[src/design/srcCpu_macros.svh]
`ifndef SRC_CPU_MACROS_SVH
`define SRC_CPU_MACROS_SVH

// datapath and register width
`define SRC_WORD_W 32

// memory geometry, 512 words of 32 bits
`define SRC_ADDR_W 9
`define SRC_MEM_DEPTH 512

// register file size and jal target
`define SRC_NUM_REGS 16
`define SRC_LINK_REG 15

`endif
[src/design/isaPkg.sv]
`default_nettype none

package isaPkg;

  `include "srcCpu_macros.svh"

  typedef logic [`SRC_WORD_W-1:0] dataWordT;            // register / data value
  typedef logic [$clog2(`SRC_NUM_REGS)-1:0] regIdxT;    // register number

  // opcode field, bits 31:27 of the instruction
  typedef enum logic [4:0] {
    opLd   = 5'd0,
    opLdi  = 5'd1,
    opSt   = 5'd2,
    opAdd  = 5'd3,
    opSub  = 5'd4,
    opAnd  = 5'd5,
    opOr   = 5'd6,
    opShr  = 5'd7,
    opShra = 5'd8,
    opShl  = 5'd9,
    opRor  = 5'd10,
    opRol  = 5'd11,
    opAddi = 5'd12,
    opAndi = 5'd13,
    opOri  = 5'd14,
    opNeg  = 5'd17,
    opNot  = 5'd18,
    opBr   = 5'd19,
    opJr   = 5'd20,
    opJal  = 5'd21,
    opIn   = 5'd22,
    opOut  = 5'd23,
    opNop  = 5'd26,
    opHalt = 5'd27
  } opcodeE;

  typedef enum logic [1:0] {
    brZero    = 2'd0,
    brNonzero = 2'd1,
    brPlus    = 2'd2,
    brMinus   = 2'd3
  } brCondE;

  typedef enum logic [3:0] {
    aluAdd, aluSub, aluAnd, aluOr, aluShr, aluShra,
    aluShl, aluRor, aluRol, aluNeg, aluNot, aluPass
  } aluOpE;

  typedef enum logic [2:0] {
    stIdle, stFetch, stFetchWait, stExecute, stMemWait, stWriteBack, stHalted
  } cpuStateE;

endpackage

`default_nettype wire

[src/design/aluUnit.sv]
`timescale 1ns/1ps
`default_nettype none

`include "srcCpu_macros.svh"

module aluUnit (
  input  isaPkg::aluOpE     aluOp,
  input  isaPkg::dataWordT  aluA,
  input  isaPkg::dataWordT  aluB,
  output isaPkg::dataWordT  aluResult
);

  import isaPkg::*;

  localparam int ShW = $clog2(`SRC_WORD_W);  // shift amount width

  logic [ShW-1:0]            shamt;    // low bits of aluB
  logic [2*`SRC_WORD_W-1:0]  dblWord;  // aluA twice, for rotates
  logic [2*`SRC_WORD_W-1:0]  rorWide;
  logic [2*`SRC_WORD_W-1:0]  rolWide;

  assign shamt   = aluB[ShW-1:0];
  assign dblWord = {aluA, aluA};
  assign rorWide = dblWord >> shamt;  // low half is the rotated word
  assign rolWide = dblWord << shamt;  // high half is the rotated word

  always_comb begin
    case (aluOp)
      aluAdd:  aluResult = aluA + aluB;
      aluSub:  aluResult = aluA - aluB;
      aluAnd:  aluResult = aluA & aluB;
      aluOr:   aluResult = aluA | aluB;
      aluShr:  aluResult = aluA >> shamt;  // zero fill
      aluShra: aluResult = dataWordT'($signed(aluA) >>> shamt);  // sign fill
      aluShl:  aluResult = aluA << shamt;
      aluRor:  aluResult = rorWide[`SRC_WORD_W-1:0];
      aluRol:  aluResult = rolWide[2*`SRC_WORD_W-1:`SRC_WORD_W];
      aluNeg:  aluResult = -aluA;  // two's complement
      aluNot:  aluResult = ~aluA;
      default: aluResult = aluA;   // pass, used for branch test, jr, out
    endcase
  end

endmodule

`default_nettype wire

[config.mk]
export PLATFORM = sky130hd
export DESIGN_NAME = aluUnit
export DESIGN_NICKNAME = d
export VERILOG_FILES = /design/src/design/isaPkg.sv /design/src/design/aluUnit.sv
export VERILOG_INCLUDE_DIRS = /design/src /design/src/design
export SDC_FILE = /design/constraint.sdc
export NUM_CORES = 1
export LEC_CHECK = 0
export ABC_AREA = 0
export BUFFER_PORTS_ARGS = -buffer_cell sky130_fd_sc_hd__buf_2
export CAP_MARGIN = 15
export CELL_PAD_IN_SITES_DETAIL_PLACEMENT = 0
export CELL_PAD_IN_SITES_GLOBAL_PLACEMENT = 1
export CORE_ASPECT_RATIO = 1.1
export CORE_MARGIN = 2
export CORE_UTILIZATION = 49
export DETAILED_ROUTE_END_ITERATION = 10
export PLACE_DENSITY = 0.91
export SYNTH_ARGS = -nofsm -noshare
export SYNTH_HDL_FRONTEND = slang
export SYNTH_SLANG_ARGS = --single-unit
[constraint.sdc]
create_clock -name vclk -period 22.7
set_clock_uncertainty 0.2 [all_clocks]
set_input_delay 6.81 -clock vclk [all_inputs]
set_output_delay 6.81 -clock vclk [all_outputs]
set_load 0.01 [all_outputs]
==> reports/metrics.yaml <==
outcome:
  status: "finished, final reports clean"
setup_path:
  cp-end-kind: "output pin"
  arrival_ns: 12.05
  required_ns: 15.69
  path_max_fanout: 62
  slowest_delay_ns: 0.71
  cpMaxStageDelayCell: "buf_4"
  cp_cell_sequence: "buf_4 > buf_4 > clkinv_1 > ha_1 > nand2_1 > o31ai_1 > xor2_1 > ha_1 > a21oi_1 > nand2b_1 > o21ai_0 > a211oi_1 > o21ai_0 > o31a_1 > mux2i_1 > nand3_1 > o211a_1 > buf_2"
  path_class: "primary input to output pin"
  critPathLaunchType: "primary input"
cells_and_area:
  synthToLayoutAreaGrowth_pct: 4.641
  final_nets: 1457
  num-clock-buffers: 0
  ff_latch_area_sq_um: 0
  drive_gt1_share_pct: 15.26
  seq_cells: 0
yosys:
  ys_types: 81
  synth_fp_nets: 1466
  netlist_instances: 1361
  synth_area_sq_um: 9086
  syn_avg_cell_area_sq_um: 6.676
  ys_warn_count: 0
  ys_seq_area_share_pct: 0
timing:
  setup_viol: 0
  period_minus_slack_ns: 19.06
  maxSlewViolCount: 0
  post-route-period-util_pct: 83.96
  fin_ws_ns: 3.641
  rsz0062_at_grt: "false"
  tightest_slew_ns: 1.055
  fmax_mhz: 52.47
  tns_ns: 0
  finalHoldViolations: 0
  maxSlewHeadroom_pct: 27.88
drt:
  drtAntennaViolNets: 0
  first_pass_iters: 6
  post_drt_wl_per_cell_um: 29.79
  wl_um: 47480
  vias: 11930
  viasPerCell: 7.486
  drt_iter0_markers: 1790
  route.detailed.drc: 0
min_path:
  hold-path-cell-count: 4
  hold_start: "aluA[24]"
  hp-class: "primary input to output pin"
  min_to: "aluResult[24]"
floorplanning:
  fp.dieW_um: 133.8
  core-area_sq_um: 18280
  die_y_um: 146.8
  die_area_sq_um: 19650
  num_rows: 52
  start_util_pct: 49.70
  io_pins: 100
global_route:
  first_global_vias: 10840
  grt_max_degree: 63
  antenna_found_initial: 3
  grt_usage_pct: 46.70
  grt_pass1_wl_um: 69790
  grt-ovfl-total: 0
run:
  drv_cap: 0
place:
  hpwl_um: 34970
  pre_cts_slack_ns: 3.884
  place_congestion: 1.087
  port_buffers: 100
clock_tree:
  cts_setup_buffers: 0
  hold_buffers: 0
  ctsResizeCount: 0
## worst max-delay path: cells and delay by family
family                   cells  cell delay (ns)
AO/OA/AOI/OAI                7             2.08
XOR/XNOR                     1             0.19
adder cells (fa/ha/maj)      2             0.58
buffers and inverters        4             1.72
multiplexers                 1             0.24
AND/OR/NAND/NOR              3             0.39
## cells in the mapped netlist, types with 8 or more instances
| cell type | count | area share (%) |
|---|---|---|
| a211oi_1 | 15 | 1.2 |
| a21o_1 | 21 | 1.7 |
| a21oi_1 | 109 | 6.0 |
| a221oi_1 | 13 | 1.3 |
| a22oi_1 | 11 | 0.91 |
| a31oi_1 | 26 | 1.8 |
| and2_1 | 10 | 0.69 |
| buf_1 | 18 | 0.74 |
| buf_2 | 13 | 0.72 |
| buf_4 | 9 | 0.74 |
| clkbuf_1 | 89 | 3.7 |
| ha_1 | 36 | 5.0 |
| inv_1 | 23 | 0.95 |
| mux2_2 | 26 | 3.2 |
| mux2i_1 | 95 | 10 |
| mux4_2 | 30 | 7.4 |
| nand2_1 | 132 | 5.5 |
| nand2b_1 | 14 | 0.96 |
| nand3_1 | 24 | 1.3 |
| nand4_1 | 9 | 0.62 |
| nor2_1 | 178 | 7.4 |
| nor2b_1 | 8 | 0.55 |
| nor3_1 | 26 | 1.4 |
| o2111ai_1 | 31 | 3.0 |
| o211ai_1 | 22 | 1.8 |
| o21a_1 | 12 | 0.99 |
| o21ai_0 | 103 | 5.7 |
| o221ai_1 | 13 | 1.3 |
| o22ai_1 | 32 | 2.2 |
| o31ai_1 | 12 | 0.99 |
| or3_1 | 12 | 0.83 |
| xnor2_1 | 37 | 3.6 |
| xor2_1 | 39 | 3.8 |
## metal layers
metal	share of wire (%)	wire length [um]	GRT usage, %
met5	0.19	88	0
met4	8.1	3837	28.67
met1	36	17110	60.14
met2	42	20170	70.77
met3	13	6273	10.46
## cells by family after synthesis
| family | after synthesis | share of synthesized area [%] |
|---|---|---|
| adder cells (fa/ha/maj) | 37 | 5.178 |
| XOR/XNOR | 77 | 7.505 |
| AND/OR/NAND/NOR | 454 | 23.48 |
| AO/OA/AOI/OAI | 484 | 35.17 |
| buffers and inverters | 158 | 7.546 |
| multiplexers | 151 | 21.12 |
## stage by stage
stage	instances	hold WS (ns)	utilization (%)	area, sq um
2_1_floorplan	1361	13.74	-	9086
5_1_grt	1593	13.94	51.99	9505
4_1_cts	1593	13.91	51.99	9505
6_report	1594	13.93	52.01	9508
3_5_place_dp	1593	13.91	51.99	9505
3_3_place_gp	1593	13.92	51.99	9505
## cells in the final DEF (no fill, tap or decap), drive strengths merged, types with 11 or more instances in the layout
cell type,netlist,final
xor2,39,39
nand2,132,132
a21o,21,21
nor3,28,28
o31ai,12,12
a22oi,11,11
a21oi,110,110
a31oi,26,26
mux2,26,26
a211oi,16,16
o211ai,22,22
buf,43,123
mux2i,95,95
o2111ai,31,31
o21a,12,12
ha,36,36
nor2,178,178
nand2b,14,14
or3,13,13
o221ai,13,13
o22ai,32,32
xnor2,38,38
o21ai,105,105
mux4,30,30
inv,23,22
a221oi,13,13
nand3,25,25
## worst max path at each step
stage                        start            end  slack, ns  cells after the start
after floorplan            aluB[0]  aluResult[31]       4.96                     20
after global placement    aluOp[1]  aluResult[30]       3.89                     17
after detailed placement  aluOp[1]  aluResult[30]       3.88                     17
after CTS                 aluOp[1]  aluResult[30]       3.87                     17
after global routing      aluOp[1]  aluResult[30]       3.48                     17
final                      aluB[1]  aluResult[30]       3.64                     18
## area by class of cell
class | count | area [sq um]
fill | 1950 | 8775
tap | 243 | 304.0
inverter | 24 | 90.09
antenna | 1 | 2.502
timing repair buffer | 123 | 678.2
multi-input combinational | 1203 | 8433
