`src/design/srcCpu_macros.svh`:
```
`ifndef SRC_CPU_MACROS_SVH
`define SRC_CPU_MACROS_SVH

// datapath and register width
`define SRC_WORD_W 32

// memory geometry, 512 words of 32 bits
`define SRC_ADDR_W 9
`define SRC_MEM_DEPTH 512

// register file size and jal target
`define SRC_NUM_REGS 16
`define SRC_LINK_REG 15

`endif
```
`src/design/isaPkg.sv`:
```
`default_nettype none

package isaPkg;

  `include "srcCpu_macros.svh"

  typedef logic [`SRC_WORD_W-1:0] dataWordT;            // register / data value
  typedef logic [$clog2(`SRC_NUM_REGS)-1:0] regIdxT;    // register number

  // opcode field, bits 31:27 of the instruction
  typedef enum logic [4:0] {
    opLd   = 5'd0,
    opLdi  = 5'd1,
    opSt   = 5'd2,
    opAdd  = 5'd3,
    opSub  = 5'd4,
    opAnd  = 5'd5,
    opOr   = 5'd6,
    opShr  = 5'd7,
    opShra = 5'd8,
    opShl  = 5'd9,
    opRor  = 5'd10,
    opRol  = 5'd11,
    opAddi = 5'd12,
    opAndi = 5'd13,
    opOri  = 5'd14,
    opNeg  = 5'd17,
    opNot  = 5'd18,
    opBr   = 5'd19,
    opJr   = 5'd20,
    opJal  = 5'd21,
    opIn   = 5'd22,
    opOut  = 5'd23,
    opNop  = 5'd26,
    opHalt = 5'd27
  } opcodeE;

  typedef enum logic [1:0] {
    brZero    = 2'd0,
    brNonzero = 2'd1,
    brPlus    = 2'd2,
    brMinus   = 2'd3
  } brCondE;

  typedef enum logic [3:0] {
    aluAdd, aluSub, aluAnd, aluOr, aluShr, aluShra,
    aluShl, aluRor, aluRol, aluNeg, aluNot, aluPass
  } aluOpE;

  typedef enum logic [2:0] {
    stIdle, stFetch, stFetchWait, stExecute, stMemWait, stWriteBack, stHalted
  } cpuStateE;

endpackage

`default_nettype wire

```
`src/design/regFile.sv`:
```
`timescale 1ns/1ps
`default_nettype none

`include "srcCpu_macros.svh"

module regFile (
  input  logic              clk,
  input  logic              arstN,
  input  isaPkg::regIdxT    rdIdxA,
  input  isaPkg::regIdxT    rdIdxB,
  output isaPkg::dataWordT  rdDataA,
  output isaPkg::dataWordT  rdDataB,
  input  logic              wrEn,
  input  isaPkg::regIdxT    wrIdx,
  input  isaPkg::dataWordT  wrData
);

  import isaPkg::*;

  dataWordT regs [`SRC_NUM_REGS];  // r0 is a plain register here

  // single synchronous write port
  always_ff @(posedge clk or negedge arstN) begin
    if (!arstN) begin
      for (int i = 0; i < `SRC_NUM_REGS; i++) begin
        regs[i] <= '0;  // all registers start at zero
      end
    end else if (wrEn) begin
      regs[wrIdx] <= wrData;
    end
  end

  // two asynchronous read ports
  assign rdDataA = regs[rdIdxA];  // base / first operand
  assign rdDataB = regs[rdIdxB];  // second operand or ra

endmodule

`default_nettype wire

```
`config.mk`:
```
export PLATFORM = sky130hd
export DESIGN_NAME = regFile
export DESIGN_NICKNAME = d
export VERILOG_FILES = /design/src/design/isaPkg.sv /design/src/design/regFile.sv
export VERILOG_INCLUDE_DIRS = /design/src /design/src/design
export SDC_FILE = /design/constraint.sdc
export NUM_CORES = 1
export LEC_CHECK = 0
export ABC_AREA = 1
export BUFFER_PORTS_ARGS = -buffer_cell sky130_fd_sc_hd__clkbuf_2
export CAP_MARGIN = 30
export CELL_PAD_IN_SITES_DETAIL_PLACEMENT = 1
export CELL_PAD_IN_SITES_GLOBAL_PLACEMENT = 2
export CORE_AREA = 4 4 319 321
export CTS_BUF_LIST = sky130_fd_sc_hd__clkbuf_8
export DETAILED_ROUTE_END_ITERATION = 8
export DIE_AREA = 0 0 323 325
export PLACE_DENSITY = 0.74
export RECOVER_POWER = 100
export SLEW_MARGIN = 10
export SYNTH_ARGS = -nofsm -noshare
export SYNTH_HDL_FRONTEND = slang
export SYNTH_SLANG_ARGS = --single-unit
```
`constraint.sdc`:
```
create_clock -name clk -period 1.6 [get_ports clk]
set_input_delay 0.24 -clock clk [delete_from_list [all_inputs] [get_ports clk]]
set_output_delay 0.24 -clock clk [all_outputs]
set_load 0.02 [all_outputs]
```
==> results.sh <==
export IMPL_outcome="finished with violations"
export IMPL_failed_checks="setup timing"
export IMPL_place_area_mm2=0.0343
export IMPL_end_kind="output pin"
export IMPL_dr_pass1_iters=7
export IMPL_period_share=1.27
export IMPL_finalInstanceArea_mm2=0.0411
export IMPL_ys_seq_elements=512
export IMPL_syn_num_nets=4459
export IMPL_rsz0062_at_grt="true"
export IMPL_synth_area_leaders="dfrtp_1 (43%), nand2_1 (20%), nand3_1 (15%)"
export IMPL_synth_top_cells_by_count="nand2_1 (1602), nand3_1 (896), inv_1 (555), dfrtp_1 (512), o21ai_0 (493)"
export IMPL_dieArea_mm2=0.105
export IMPL_hp_class="primary input to flip-flop"
export IMPL_syn_area_mm2=0.0296
export IMPL_route_detailed_drc=0
export IMPL_peakVddDrop_mv=0.543
export IMPL_p_sw_w=0.0167
export IMPL_yosys_cell_count_top_type="nand2_1"
export IMPL_syn_inst=4412
export IMPL_drtIter0Drc=2064
export IMPL_tightest_slew_ps=1330
export IMPL_clk_latency_ps=720
export IMPL_powerDensity_mw_per_mm2=1140
export IMPL_yosysWarnings=0
export IMPL_fin_util=0.414
export IMPL_timing_fmax_mhz=494
export IMPL_synth_cell_types=19
export IMPL_critical_path_required_ps=1360
export IMPL_critPathMaxFanout=2
export IMPL_hold_viol_final=0
export IMPL_dieHeight_um=325
export IMPL_n_fill_cell=12200
export IMPL_drt_vias_per_instance=5.05
export IMPL_grt_use_total=0.248
export IMPL_fin_crit_ps=2030
export IMPL_final_max_slew_viol_count=0
export IMPL_start_util=0.298
export IMPL_overflow=0
export IMPL_worstPathArrival_ps=1790
export IMPL_htreeDepth=3
export IMPL_drive_above_1_share=0.360
export IMPL_largestRegisters="regs: 512 flops"
export IMPL_gp_congestion=0.837
export IMPL_cts_root_buf="clkbuf_8"
export IMPL_regMostFlops="regs"
export IMPL_tritoncts="built"
export IMPL_core_area_mm2=0.0993
export IMPL_crit_type="flip-flop to output pin"
export IMPL_synth_ff_type="dfrtp_1"
export IMPL_maxSlewHeadroom=0.115
export IMPL_skew_ps=0
export IMPL_avgSynthCellArea_um2=6.70
export IMPL_die_w_um=323
export IMPL_setup_slack_ps=-426
export IMPL_rows=116
export IMPL_cts_buffer_depth=3
export IMPL_cts_num_sinks=512
export IMPL_netlist_area_leader_share=0.433
export IMPL_post_drt_wl_per_cell_um=21.7
export IMPL_synth_edf_count=0
export IMPL_power_frac_comb=0.310
export IMPL_cts_clk_slew_worst_paths_ps=60
export IMPL_synthArstFlopShare=1.00
export IMPL_area_growth_pct=39.1
export IMPL_yosysTopAreaCell="dfrtp_1"
export IMPL_internal_power_w=0.0303
export IMPL_largest_reg_flops=512
export IMPL_antenna_left=0
export IMPL_grt_pass1_vias=31900
export IMPL_ys_seq_area_frac=0.433
export IMPL_routed_wl_mm=134
export IMPL_p_leak_nw=20.2
export IMPL_cts_made_buffers=99
export IMPL_maxCapViolations=0
export IMPL_p_seq_frac=0.370
export IMPL_power_switching_share=0.354
export IMPL_grt_pass1_wl_mm=201
export IMPL_grt_start_max_net_pins=76
export IMPL_p_total_w=0.0470
export IMPL_startpoint_type="flip-flop"
export IMPL_vias=31100
export IMPL_dp_hpwl_mm=86.0
export IMPL_nets=4834
export IMPL_power_frac_clock=0.319
export IMPL_setup_viol=64
export IMPL_ios=111
export IMPL_pre_cts_ws_ps=-240
export IMPL_numPortBuffers=110
export IMPL_antenna_found_initial=8
[cells in the final DEF (no fill, tap or decap), types with 10 or more instances in the layout]
cell and instances:
bufinv_16 10, clkbuf_4 12, nand3_2 478, clkbuf_1 45, dfrtp_1 512, clkinv_2 12, inv_1 150, nand2_1 1439
buf_4 291, clkbuf_8 137, nand2_4 25, nand3_1 414, buf_8 56, clkbuf_2 21, dlygate4sd3_1 34, nand2_2 143
o21ai_0 508, nand3_4 10, inv_2 423, buf_12 104
[kinds of logic after synthesis]
family / Yosys count / synth area share
simple gates: 2522 / 0.362
flops: 512 / 0.433
buf+inv: 866 / 0.118
compound gates: 512 / 0.0867
[layer usage]
| layer | share of wire | GRT usage | routed length [um] |
|---|---|---|---|
| met3 | 0.042 | 0.0326 | 5570 |
| met2 | 0.48 | 0.423 | 64600 |
| met4 | 0.029 | 0.0668 | 3900 |
| met1 | 0.45 | 0.332 | 59900 |
| met5 | 0 | 0 | 0 |
[worst paths after layout]
| path | slack (ps) | end | start | cells after the start |
|---|---|---|---|---|
| hold reg to reg | 480 | regs[505]$_DFFE_PN0P_ | regs[505]$_DFFE_PN0P_ | 2 |
| setup / recovery | -430 | rdDataB[7] | regs[263]$_DFFE_PN0P_ | 7 |
| setup reg to reg | 620 | regs[442]$_DFFE_PN0P_ | regs[442]$_DFFE_PN0P_ | 4 |
| max in group asynchronous | 90 | regs[152]$_DFFE_PN0P_ | arstN | 4 |
| min in group asynchronous | 260 | regs[262]$_DFFE_PN0P_ | arstN | 3 |
| hold / removal | 150 | regs[131]$_DFFE_PN0P_ | wrIdx[3] | 5 |
[critical path, stage by stage, from the launching register on]
cell	delay (ps)
dfrtp_1	390
inv_1	80
nand2_1	60
nand3_1	90
nand3_2	70
nand3_2	100
nand2_4	100
buf_8	140
[metrics by stage]
| stage | cells | hold slack (ps) | setup TNS, ps |
|---|---|---|---|
| finish | 6165 | 148 | -23280 |
| global route | 6163 | 183 | -33710 |
| CTS | 6038 | 111 | -28760 |
| detailed placement | 5792 | 141 | -7060 |
| global placement | 5792 | 137 | -6830 |
| floorplan | 4412 | -55.6 | 0 |
[cell type report]
class	count	area [um^2]	area share
Sequential cell	512	12800	0.312
Timing Repair Buffer	582	6040	0.147
Clock buffer	127	1750	0.0425
Antenna cell	5	12.5	0.000304
Tap cell	1298	1620	0.0395
Inverter	558	2120	0.0517
Multi-Input combinational cell	3034	16300	0.396
Clock inverter	49	487	0.0118
[timing repair]
action / 4_1_cts / 5_1_grt
hold buffers: 34 / 0
pin swaps: 264 / 312
setup endpoints to repair: 64 / 64
gates resized for setup: 576 / 703
setup buffers: 38 / 122
hold endpoints to repair: 704 / 0
[power groups by stage]
stage | Combinational (W) | Sequential, W | Clock, W
after floorplan | 0.00714 | 0.0168 | 0
after global placement | 0.0111 | 0.0170 | 0
after detailed placement | 0.0113 | 0.0171 | 0
after CTS | 0.0126 | 0.0172 | 0.0155
after global routing | 0.0163 | 0.0177 | 0.0160
final | 0.0146 | 0.0174 | 0.0150
No activity file was read; power rests on OpenSTA's default activity.
