## src/design/srcCpu_macros.svh

```systemverilog
`ifndef SRC_CPU_MACROS_SVH
`define SRC_CPU_MACROS_SVH

// datapath and register width
`define SRC_WORD_W 32

// memory geometry, 512 words of 32 bits
`define SRC_ADDR_W 9
`define SRC_MEM_DEPTH 512

// register file size and jal target
`define SRC_NUM_REGS 16
`define SRC_LINK_REG 15

`endif
```

## src/design/memPkg.sv

```systemverilog
`default_nettype none

package memPkg;

  `include "srcCpu_macros.svh"

  // word address into the program/data memory
  typedef logic [`SRC_ADDR_W-1:0] memAddrT;

  // one memory word, same width as a register
  typedef logic [`SRC_WORD_W-1:0] memDataT;

endpackage

`default_nettype wire

```

## src/design/isaPkg.sv

```systemverilog
`default_nettype none

package isaPkg;

  `include "srcCpu_macros.svh"

  typedef logic [`SRC_WORD_W-1:0] dataWordT;            // register / data value
  typedef logic [$clog2(`SRC_NUM_REGS)-1:0] regIdxT;    // register number

  // opcode field, bits 31:27 of the instruction
  typedef enum logic [4:0] {
    opLd   = 5'd0,
    opLdi  = 5'd1,
    opSt   = 5'd2,
    opAdd  = 5'd3,
    opSub  = 5'd4,
    opAnd  = 5'd5,
    opOr   = 5'd6,
    opShr  = 5'd7,
    opShra = 5'd8,
    opShl  = 5'd9,
    opRor  = 5'd10,
    opRol  = 5'd11,
    opAddi = 5'd12,
    opAndi = 5'd13,
    opOri  = 5'd14,
    opNeg  = 5'd17,
    opNot  = 5'd18,
    opBr   = 5'd19,
    opJr   = 5'd20,
    opJal  = 5'd21,
    opIn   = 5'd22,
    opOut  = 5'd23,
    opNop  = 5'd26,
    opHalt = 5'd27
  } opcodeE;

  typedef enum logic [1:0] {
    brZero    = 2'd0,
    brNonzero = 2'd1,
    brPlus    = 2'd2,
    brMinus   = 2'd3
  } brCondE;

  typedef enum logic [3:0] {
    aluAdd, aluSub, aluAnd, aluOr, aluShr, aluShra,
    aluShl, aluRor, aluRol, aluNeg, aluNot, aluPass
  } aluOpE;

  typedef enum logic [2:0] {
    stIdle, stFetch, stFetchWait, stExecute, stMemWait, stWriteBack, stHalted
  } cpuStateE;

endpackage

`default_nettype wire

```

## src/design/memBusIf.sv

```systemverilog
`timescale 1ns/1ps
`default_nettype none

interface memBusIf;

  import memPkg::*;

  memAddrT addr;    // word address, shared by read and write
  memDataT wrData;  // store data
  memDataT rdData;  // valid the cycle after read, held until next strobe
  logic    read;    // one-cycle read strobe
  logic    write;   // one-cycle write strobe

  // core side
  modport requester (output addr, output wrData, output read, output write,
                     input rdData);

  // memory side
  modport responder (input addr, input wrData, input read, input write,
                     output rdData);

endinterface

`default_nettype wire

```

## src/design/controlSequencer.sv

```systemverilog
`timescale 1ns/1ps
`default_nettype none

`include "srcCpu_macros.svh"

module controlSequencer (
  input  logic              clk,
  input  logic              arstN,
  input  logic              run,
  input  isaPkg::dataWordT  inPort,
  memBusIf.requester        bus,
  output isaPkg::regIdxT    rdIdxA,
  output isaPkg::regIdxT    rdIdxB,
  input  isaPkg::dataWordT  rdDataA,
  input  isaPkg::dataWordT  rdDataB,
  output logic              wrEn,
  output isaPkg::regIdxT    wrIdx,
  output isaPkg::dataWordT  wrData,
  output isaPkg::aluOpE     aluOp,
  output isaPkg::dataWordT  aluA,
  output isaPkg::dataWordT  aluB,
  input  isaPkg::dataWordT  aluResult,
  output isaPkg::dataWordT  outPort,
  output logic              outValid,
  output logic              halted
);

  import isaPkg::*;
  import memPkg::*;

  cpuStateE state, stateNext;
  memAddrT  pc;        // points past the current instruction once it is in ir
  dataWordT ir;
  opcodeE   opcode;
  regIdxT   ra, rb, rc;
  brCondE   cond;
  dataWordT constExt;  // sign-extended 19-bit constant
  logic     rrForm;    // register-register, rc is an operand
  logic     memForm;   // ld, ldi, st use the r0-is-zero base rule
  logic     useRa;     // ALU passes R[ra] through
  logic     brTaken;
  memAddrT  brTarget;
  dataWordT wbData;    // value for the writeBack cycle
  regIdxT   wbIdx;
  logic     wbEn;

  // instruction fields
  assign opcode   = opcodeE'(ir[31:27]);
  assign ra       = ir[26:23];
  assign rb       = ir[22:19];
  assign rc       = ir[18:15];
  assign cond     = brCondE'(ir[20:19]);
  assign constExt = {{(`SRC_WORD_W-19){ir[18]}}, ir[18:0]};

  // decode, ALU control
  always_comb begin
    rrForm  = 1'b0;
    memForm = 1'b0;
    useRa   = 1'b0;
    case (opcode)
      opLd, opLdi, opSt: begin aluOp = aluAdd; memForm = 1'b1; end
      opAdd:  begin aluOp = aluAdd;  rrForm = 1'b1; end
      opSub:  begin aluOp = aluSub;  rrForm = 1'b1; end
      opAnd:  begin aluOp = aluAnd;  rrForm = 1'b1; end
      opOr:   begin aluOp = aluOr;   rrForm = 1'b1; end
      opShr:  begin aluOp = aluShr;  rrForm = 1'b1; end
      opShra: begin aluOp = aluShra; rrForm = 1'b1; end
      opShl:  begin aluOp = aluShl;  rrForm = 1'b1; end
      opRor:  begin aluOp = aluRor;  rrForm = 1'b1; end
      opRol:  begin aluOp = aluRol;  rrForm = 1'b1; end
      opAddi: aluOp = aluAdd;
      opAndi: aluOp = aluAnd;
      opOri:  aluOp = aluOr;
      opNeg:  aluOp = aluNeg;
      opNot:  aluOp = aluNot;
      opBr, opJr, opJal, opOut: begin aluOp = aluPass; useRa = 1'b1; end
      default: aluOp = aluPass;  // in, nop, halt, unused codes
    endcase
  end

  // register reads: port A is rb, port B is rc or ra
  assign rdIdxA = rb;
  assign rdIdxB = rrForm ? rc : ra;

  assign aluA = useRa ? rdDataB :
                (memForm && rb == '0) ? '0 : rdDataA;  // r0 base means no base
  assign aluB = rrForm ? rdDataB : constExt;

  // branch test on R[ra], passed through the ALU
  always_comb begin
    case (cond)
      brZero:    brTaken = (aluResult == '0);
      brNonzero: brTaken = (aluResult != '0);
      brPlus:    brTaken = !aluResult[`SRC_WORD_W-1];
      default:   brTaken =  aluResult[`SRC_WORD_W-1];  // minus
    endcase
  end

  assign brTarget = pc + constExt[`SRC_ADDR_W-1:0];  // pc already holds own PC + 1

  // memory strobes, writeBack also fetches the next word
  assign bus.read  = (state == stFetch) || (state == stWriteBack) ||
                     (state == stExecute && opcode == opLd);
  assign bus.write = (state == stExecute && opcode == opSt);
  assign bus.addr  = (state == stExecute) ? aluResult[`SRC_ADDR_W-1:0] : pc;
  assign bus.wrData = rdDataB;  // R[ra] for st

  // register write in writeBack only
  assign wrEn   = wbEn && (state == stWriteBack);
  assign wrIdx  = wbIdx;
  assign wrData = wbData;

  assign halted = (state == stHalted);

  always_comb begin
    stateNext = state;
    case (state)
      stIdle:      if (run) stateNext = stFetch;
      stFetch:     stateNext = stFetchWait;
      stFetchWait: stateNext = stExecute;
      stExecute: begin
        if (opcode == opHalt)    stateNext = stHalted;
        else if (opcode == opLd) stateNext = stMemWait;
        else                     stateNext = stWriteBack;
      end
      stMemWait:   stateNext = stWriteBack;
      stWriteBack: stateNext = stFetchWait;  // next word already requested
      default:     stateNext = stHalted;     // stays until reset
    endcase
  end

  // control state
  always_ff @(posedge clk or negedge arstN) begin
    if (!arstN) begin
      state    <= stIdle;
      pc       <= '0;
      wbEn     <= 1'b0;
      outPort  <= '0;
      outValid <= 1'b0;
    end else begin
      state    <= stateNext;
      outValid <= 1'b0;  // single-cycle pulse
      case (state)
        stIdle:      pc <= '0;
        stFetchWait: pc <= pc + 1'b1;
        stExecute: begin
          wbEn <= opcode inside {opLd, opLdi, opAdd, opSub, opAnd, opOr, opShr,
                                 opShra, opShl, opRor, opRol, opAddi, opAndi,
                                 opOri, opNeg, opNot, opJal, opIn};
          if (opcode == opBr && brTaken) pc <= brTarget;
          if (opcode == opJr || opcode == opJal) pc <= aluResult[`SRC_ADDR_W-1:0];
          if (opcode == opOut) begin
            outPort  <= aluResult;  // R[ra]
            outValid <= 1'b1;
          end
        end
        default: ;
      endcase
    end
  end

  // instruction and writeback payload
  always_ff @(posedge clk) begin
    if (state == stFetchWait) ir <= bus.rdData;
    if (state == stExecute) begin
      wbIdx <= (opcode == opJal) ? regIdxT'(`SRC_LINK_REG) : ra;
      if (opcode == opIn)       wbData <= inPort;
      else if (opcode == opJal) wbData <= dataWordT'(pc);  // return address
      else                      wbData <= aluResult;
    end
    if (state == stMemWait) wbData <= bus.rdData;  // ld data
  end

endmodule

`default_nettype wire

```

## src/flat_wrapper.sv

```systemverilog
// flat-port wrapper written by rule: the top's interface ports become plain ports
module controlSequencer_flat import isaPkg::*; import memPkg::*;
  (clk, arstN, run, inPort, rdIdxA, rdIdxB, rdDataA, rdDataB, wrEn, wrIdx, wrData, aluOp, aluA, aluB, aluResult, outPort, outValid, halted, bus_addr, bus_wrData, bus_read, bus_write, bus_rdData);
  memBusIf bus_i ();
  input  logic clk;
  input  logic arstN;
  input  logic run;
  input  isaPkg::dataWordT inPort;
  output isaPkg::regIdxT rdIdxA;
  output isaPkg::regIdxT rdIdxB;
  input  isaPkg::dataWordT rdDataA;
  input  isaPkg::dataWordT rdDataB;
  output logic wrEn;
  output isaPkg::regIdxT wrIdx;
  output isaPkg::dataWordT wrData;
  output isaPkg::aluOpE aluOp;
  output isaPkg::dataWordT aluA;
  output isaPkg::dataWordT aluB;
  input  isaPkg::dataWordT aluResult;
  output isaPkg::dataWordT outPort;
  output logic outValid;
  output logic halted;
  output wire logic [$bits(bus_i.addr)-1:0] bus_addr;
  output wire logic [$bits(bus_i.wrData)-1:0] bus_wrData;
  output wire logic [$bits(bus_i.read)-1:0] bus_read;
  output wire logic [$bits(bus_i.write)-1:0] bus_write;
  input wire logic [$bits(bus_i.rdData)-1:0] bus_rdData;
  assign bus_addr = bus_i.addr;
  assign bus_wrData = bus_i.wrData;
  assign bus_read = bus_i.read;
  assign bus_write = bus_i.write;
  assign bus_i.rdData = bus_rdData;
  controlSequencer u_core (.clk(clk), .arstN(arstN), .run(run), .inPort(inPort), .bus(bus_i), .rdIdxA(rdIdxA), .rdIdxB(rdIdxB), .rdDataA(rdDataA), .rdDataB(rdDataB), .wrEn(wrEn), .wrIdx(wrIdx), .wrData(wrData), .aluOp(aluOp), .aluA(aluA), .aluB(aluB), .aluResult(aluResult), .outPort(outPort), .outValid(outValid), .halted(halted));
endmodule
```

## config.mk

```make
export PLATFORM = sky130hd
export DESIGN_NAME = controlSequencer_flat
export DESIGN_NICKNAME = d
export VERILOG_FILES = /design/src/design/memPkg.sv /design/src/design/isaPkg.sv /design/src/design/memBusIf.sv /design/src/design/controlSequencer.sv /design/src/flat_wrapper.sv
export VERILOG_INCLUDE_DIRS = /design/src /design/src/design
export SDC_FILE = /design/constraint.sdc
export NUM_CORES = 1
export LEC_CHECK = 0
export BUFFER_PORTS_ARGS = -buffer_cell sky130_fd_sc_hd__buf_4
export CORE_AREA = 2 2 136 138
export DETAILED_ROUTE_END_ITERATION = 8
export DIE_AREA = 0 0 138 140
export GPL_TIMING_DRIVEN = 0
export PLACE_DENSITY = 0.77
export SETUP_SLACK_MARGIN = 0.4
export SYNTH_ARGS = -nofsm -noshare
export SYNTH_HDL_FRONTEND = slang
export SYNTH_SLANG_ARGS = --single-unit
```

## constraint.sdc

```tcl
create_clock -name clk -period 4.71 [get_ports clk]
set_clock_uncertainty 0.15 [all_clocks]
set_input_delay 0.471 -clock clk [delete_from_list [all_inputs] [get_ports clk]]
set_output_delay 0.471 -clock clk [all_outputs]
set_load 0.01 [all_outputs]
```

==> flow_summary.toml <==
[synthesis]
ys_top_cells_by_area = "edfxtp_1 31%, dfrtp_1 17%, nand2_1 8.3%"
ys.flop_type = "edfxtp_1"
synth_seq_area_share_pct = 48.3
syn_inst = 672
synth.distinct_cells = 54
synth_edf_count = 68
async_flop_share_pct = 40.4
ys_warn_count = 0
yosysMostFrequentCell = "nand2_1"
syn_avg_cell_area_sq_um = 9.83
mappedNetlistArea_sq_mm = 0.00661
synth_nets = 845
synth-seq-cells = 114
synth_top_cells_by_count = "146 x nand2_1, 68 x edfxtp_1, 46 x dfrtp_1, 46 x o21ai_0, 39 x buf_4"
synth_top_area_cell = "edfxtp_1"
synth_top_area_share_pct = 30.9

[timing]
min_period_ps = 3720
maxSlewHeadroom_pct = 25.5
setup_tns_ps = 0
worst_slew_pin_slew_ps = 1110
hold_violations = 0
rsz0062_at_grt = "false"
finalCritPeriodShare_pct = 79.0
setup_viol = 0
slew_viol_final = 0
fmax_mhz = 269
timing.hold.ws_ps = 83.3

[die]
dieWidth_microns = 138
pin_count = 353
fp-row-count = 49
initial_utilization_pct = 37.2
die-area_sq_mm = 0.0193
core_sq_mm = 0.0178
dieHeight_microns = 140

[route]
vias = 6791
drt_wl_total_microns = 27200
drtIter0Drc = 447
dr.pass1.iters = 5
postRouteAntennaNets = 0
post_drt_via_cell_ratio = 5.27
drc = 0
routedWlPerCell_microns = 21.2

[clock_tree]
cts_resized = 0
cts_buffers = 17
root_buffer = "clkbuf_16"
cts_tree = "done"
cts.sinks = 114
clk_path_buf_depth = 2
path_clk_slew_ps = 60
clk_latency_ps = 420
cts-htree-levels = 4

[setup_path]
critPathCapture = "aluA[11]"
crit_path_cell_trace = "buf_4 > and2_4 > buf_6 > o211a_1 > a21oi_1 > clkbuf_1 > a22o_1 > buf_4"
r2r_cells = 7
r2r_end = "u_core.wrData[29]"
slowest_stage = "a21oi_1"
critPathArrivalTime_ps = 3100
cp_max_fo = 10
reg2reg_slack_ps = 1890
critical_path.most_common_cell = "buf_4"
crit_path_end_kind = "output pin"
cp.required_ps = 4090
critPathKind = "register to output pin"
r2r-start = "u_core.ir[30]"
crit_path_start = "u_core.ir[28]"
critPathLaunchType = "register"
slowest_delay_ps = 690

[grt]
overflow = 0
grt_pass1_vias = 6852
grt_pass1_wl_microns = 40300
grt_usage_pct = 27.3
antenna_found_initial = 1
grt_max_degree = 47

[run]
maxCapViolations = 0

[cells_and_area]
final_nets = 1218
fillers = 1582
area_growth_pct = 54.7
layout-drive-gt1-share_pct = 45.7

[power_and_ir_drop]
p_leak_nw = 4.98
powerDensity_mw_per_mm2 = 565
power_mw = 5.77
ir_worst_vdd_mv = 0.325

[worst_hold_path]
holdCritPathClass = "primary input to register"

[placement]
port_buffers = 352
gp_congestion = 1.03
dp_hpwl_microns = 21800

[status]
outcome = "completed"
-- power by group --
group          switching [mW]  internal, mW
logic                    1.49          1.22
clock network           0.500         0.890
registers               0.198          1.48
-- per-stage QoR --
step	utilization (%)	setup WS [ps]	instances	cell area [sq um]
after floorplan	-	1240	672	6610
after global placement	53.6	-390	1253	9540
after detailed placement	53.8	1440	1254	9570
after CTS	57.5	991	1287	10200
after global routing	57.5	896	1288	10200
final	57.5	991	1288	10200
-- area by class of cell --
class / instances / area, sq um / share of cell area (%)
Timing Repair Buffer: 354 / 2680 / 26.2
Buffer: 78 / 458 / 4.48
Tap cell: 229 / 287 / 2.80
Clock inverter: 15 / 206 / 2.02
Antenna cell: 1 / 2.50 / 0.0245
Multi-Input combinational cell: 473 / 2940 / 28.8
Inverter: 7 / 26.3 / 0.257
Sequential cell: 114 / 3190 / 31.2
Clock buffer: 17 / 425 / 4.16
-- worst max-delay path: cells and delay by family (launching register included) --
kind                   cells  cell delay [ps]
buffers and inverters      4              890
flip-flops                 1              350
AND/OR/NAND/NOR            1              160
AO/OA/AOI/OAI              3             1290
-- logic make-up (layout without fill, tap and decap cells) --
family | after synthesis | after routing | synth area share (%)
mux | 45 | 45 | 7.42
flops | 114 | 114 | 48.3
xor+xnor | 9 | 9 | 1.19
buf+inv | 85 | 471 | 7.33
compound gates | 175 | 175 | 18.0
other cells | 0 | 1 | 0
simple gates | 234 | 234 | 15.8
fa+ha+maj | 10 | 10 | 2.01
-- layer usage --
metal  vias to the layer above  share of wire, %  global-route usage [%]
met5                         -                 0                       0
met1                      3185                39                    32.8
met2                       391                50                    47.3
li1                       3148                 -                       -
met4                         0               4.0                    12.8
met3                        67               7.5                    5.30
-- repair_timing --
action | in CTS | in global routing
hold endpoints to repair | 46 | 0
setup endpoints to repair | 0 | 0
buffers inserted | 0 | 0
hold buffers | 1 | 0
-- state kept, by name, summed over array words and instances, names as in the netlist, named ones only --
name             count
u_core.outValid      1
u_core.state         2
u_core.wrData       32
u_core.outPort      32
u_core.ir           32
u_core.wrIdx         4
u_core.pc            9
u_core.wbEn          1
-- how the worst min path moves through the flow --
stage                   startpoint                         end  slack, ps  cells after the start
finish              bus_rdData[23]               u_core.ir[23]         80                      1
global route        bus_rdData[30]               u_core.ir[30]         80                      1
CTS                 bus_rdData[23]               u_core.ir[23]         70                      1
detailed placement     u_core.wbEn                 u_core.wbEn        310                      2
global placement       u_core.wbEn                 u_core.wbEn        290                      2
floorplan                    arstN  asynchronous set/reset pin         30                      0
-- cell usage in the layout (no fill, tap or decap), types with 10 or more instances in the layout --
master     synthesis  final
and3_1            10     10
clkbuf_1          29     29
a21o_1            18     18
nand2_1          146    146
clkbuf_16          0     17
a22oi_1           24     24
mux2_2            32     32
mux2i_1           13     13
o21ai_0           46     45
a22o_1            34     34
a21oi_1           24     24
edfxtp_1          68     68
buf_4             39    391
dfrtp_1           46     46
nor2_1            30     30
Note: power is estimated with default switching activity, not from simulation.
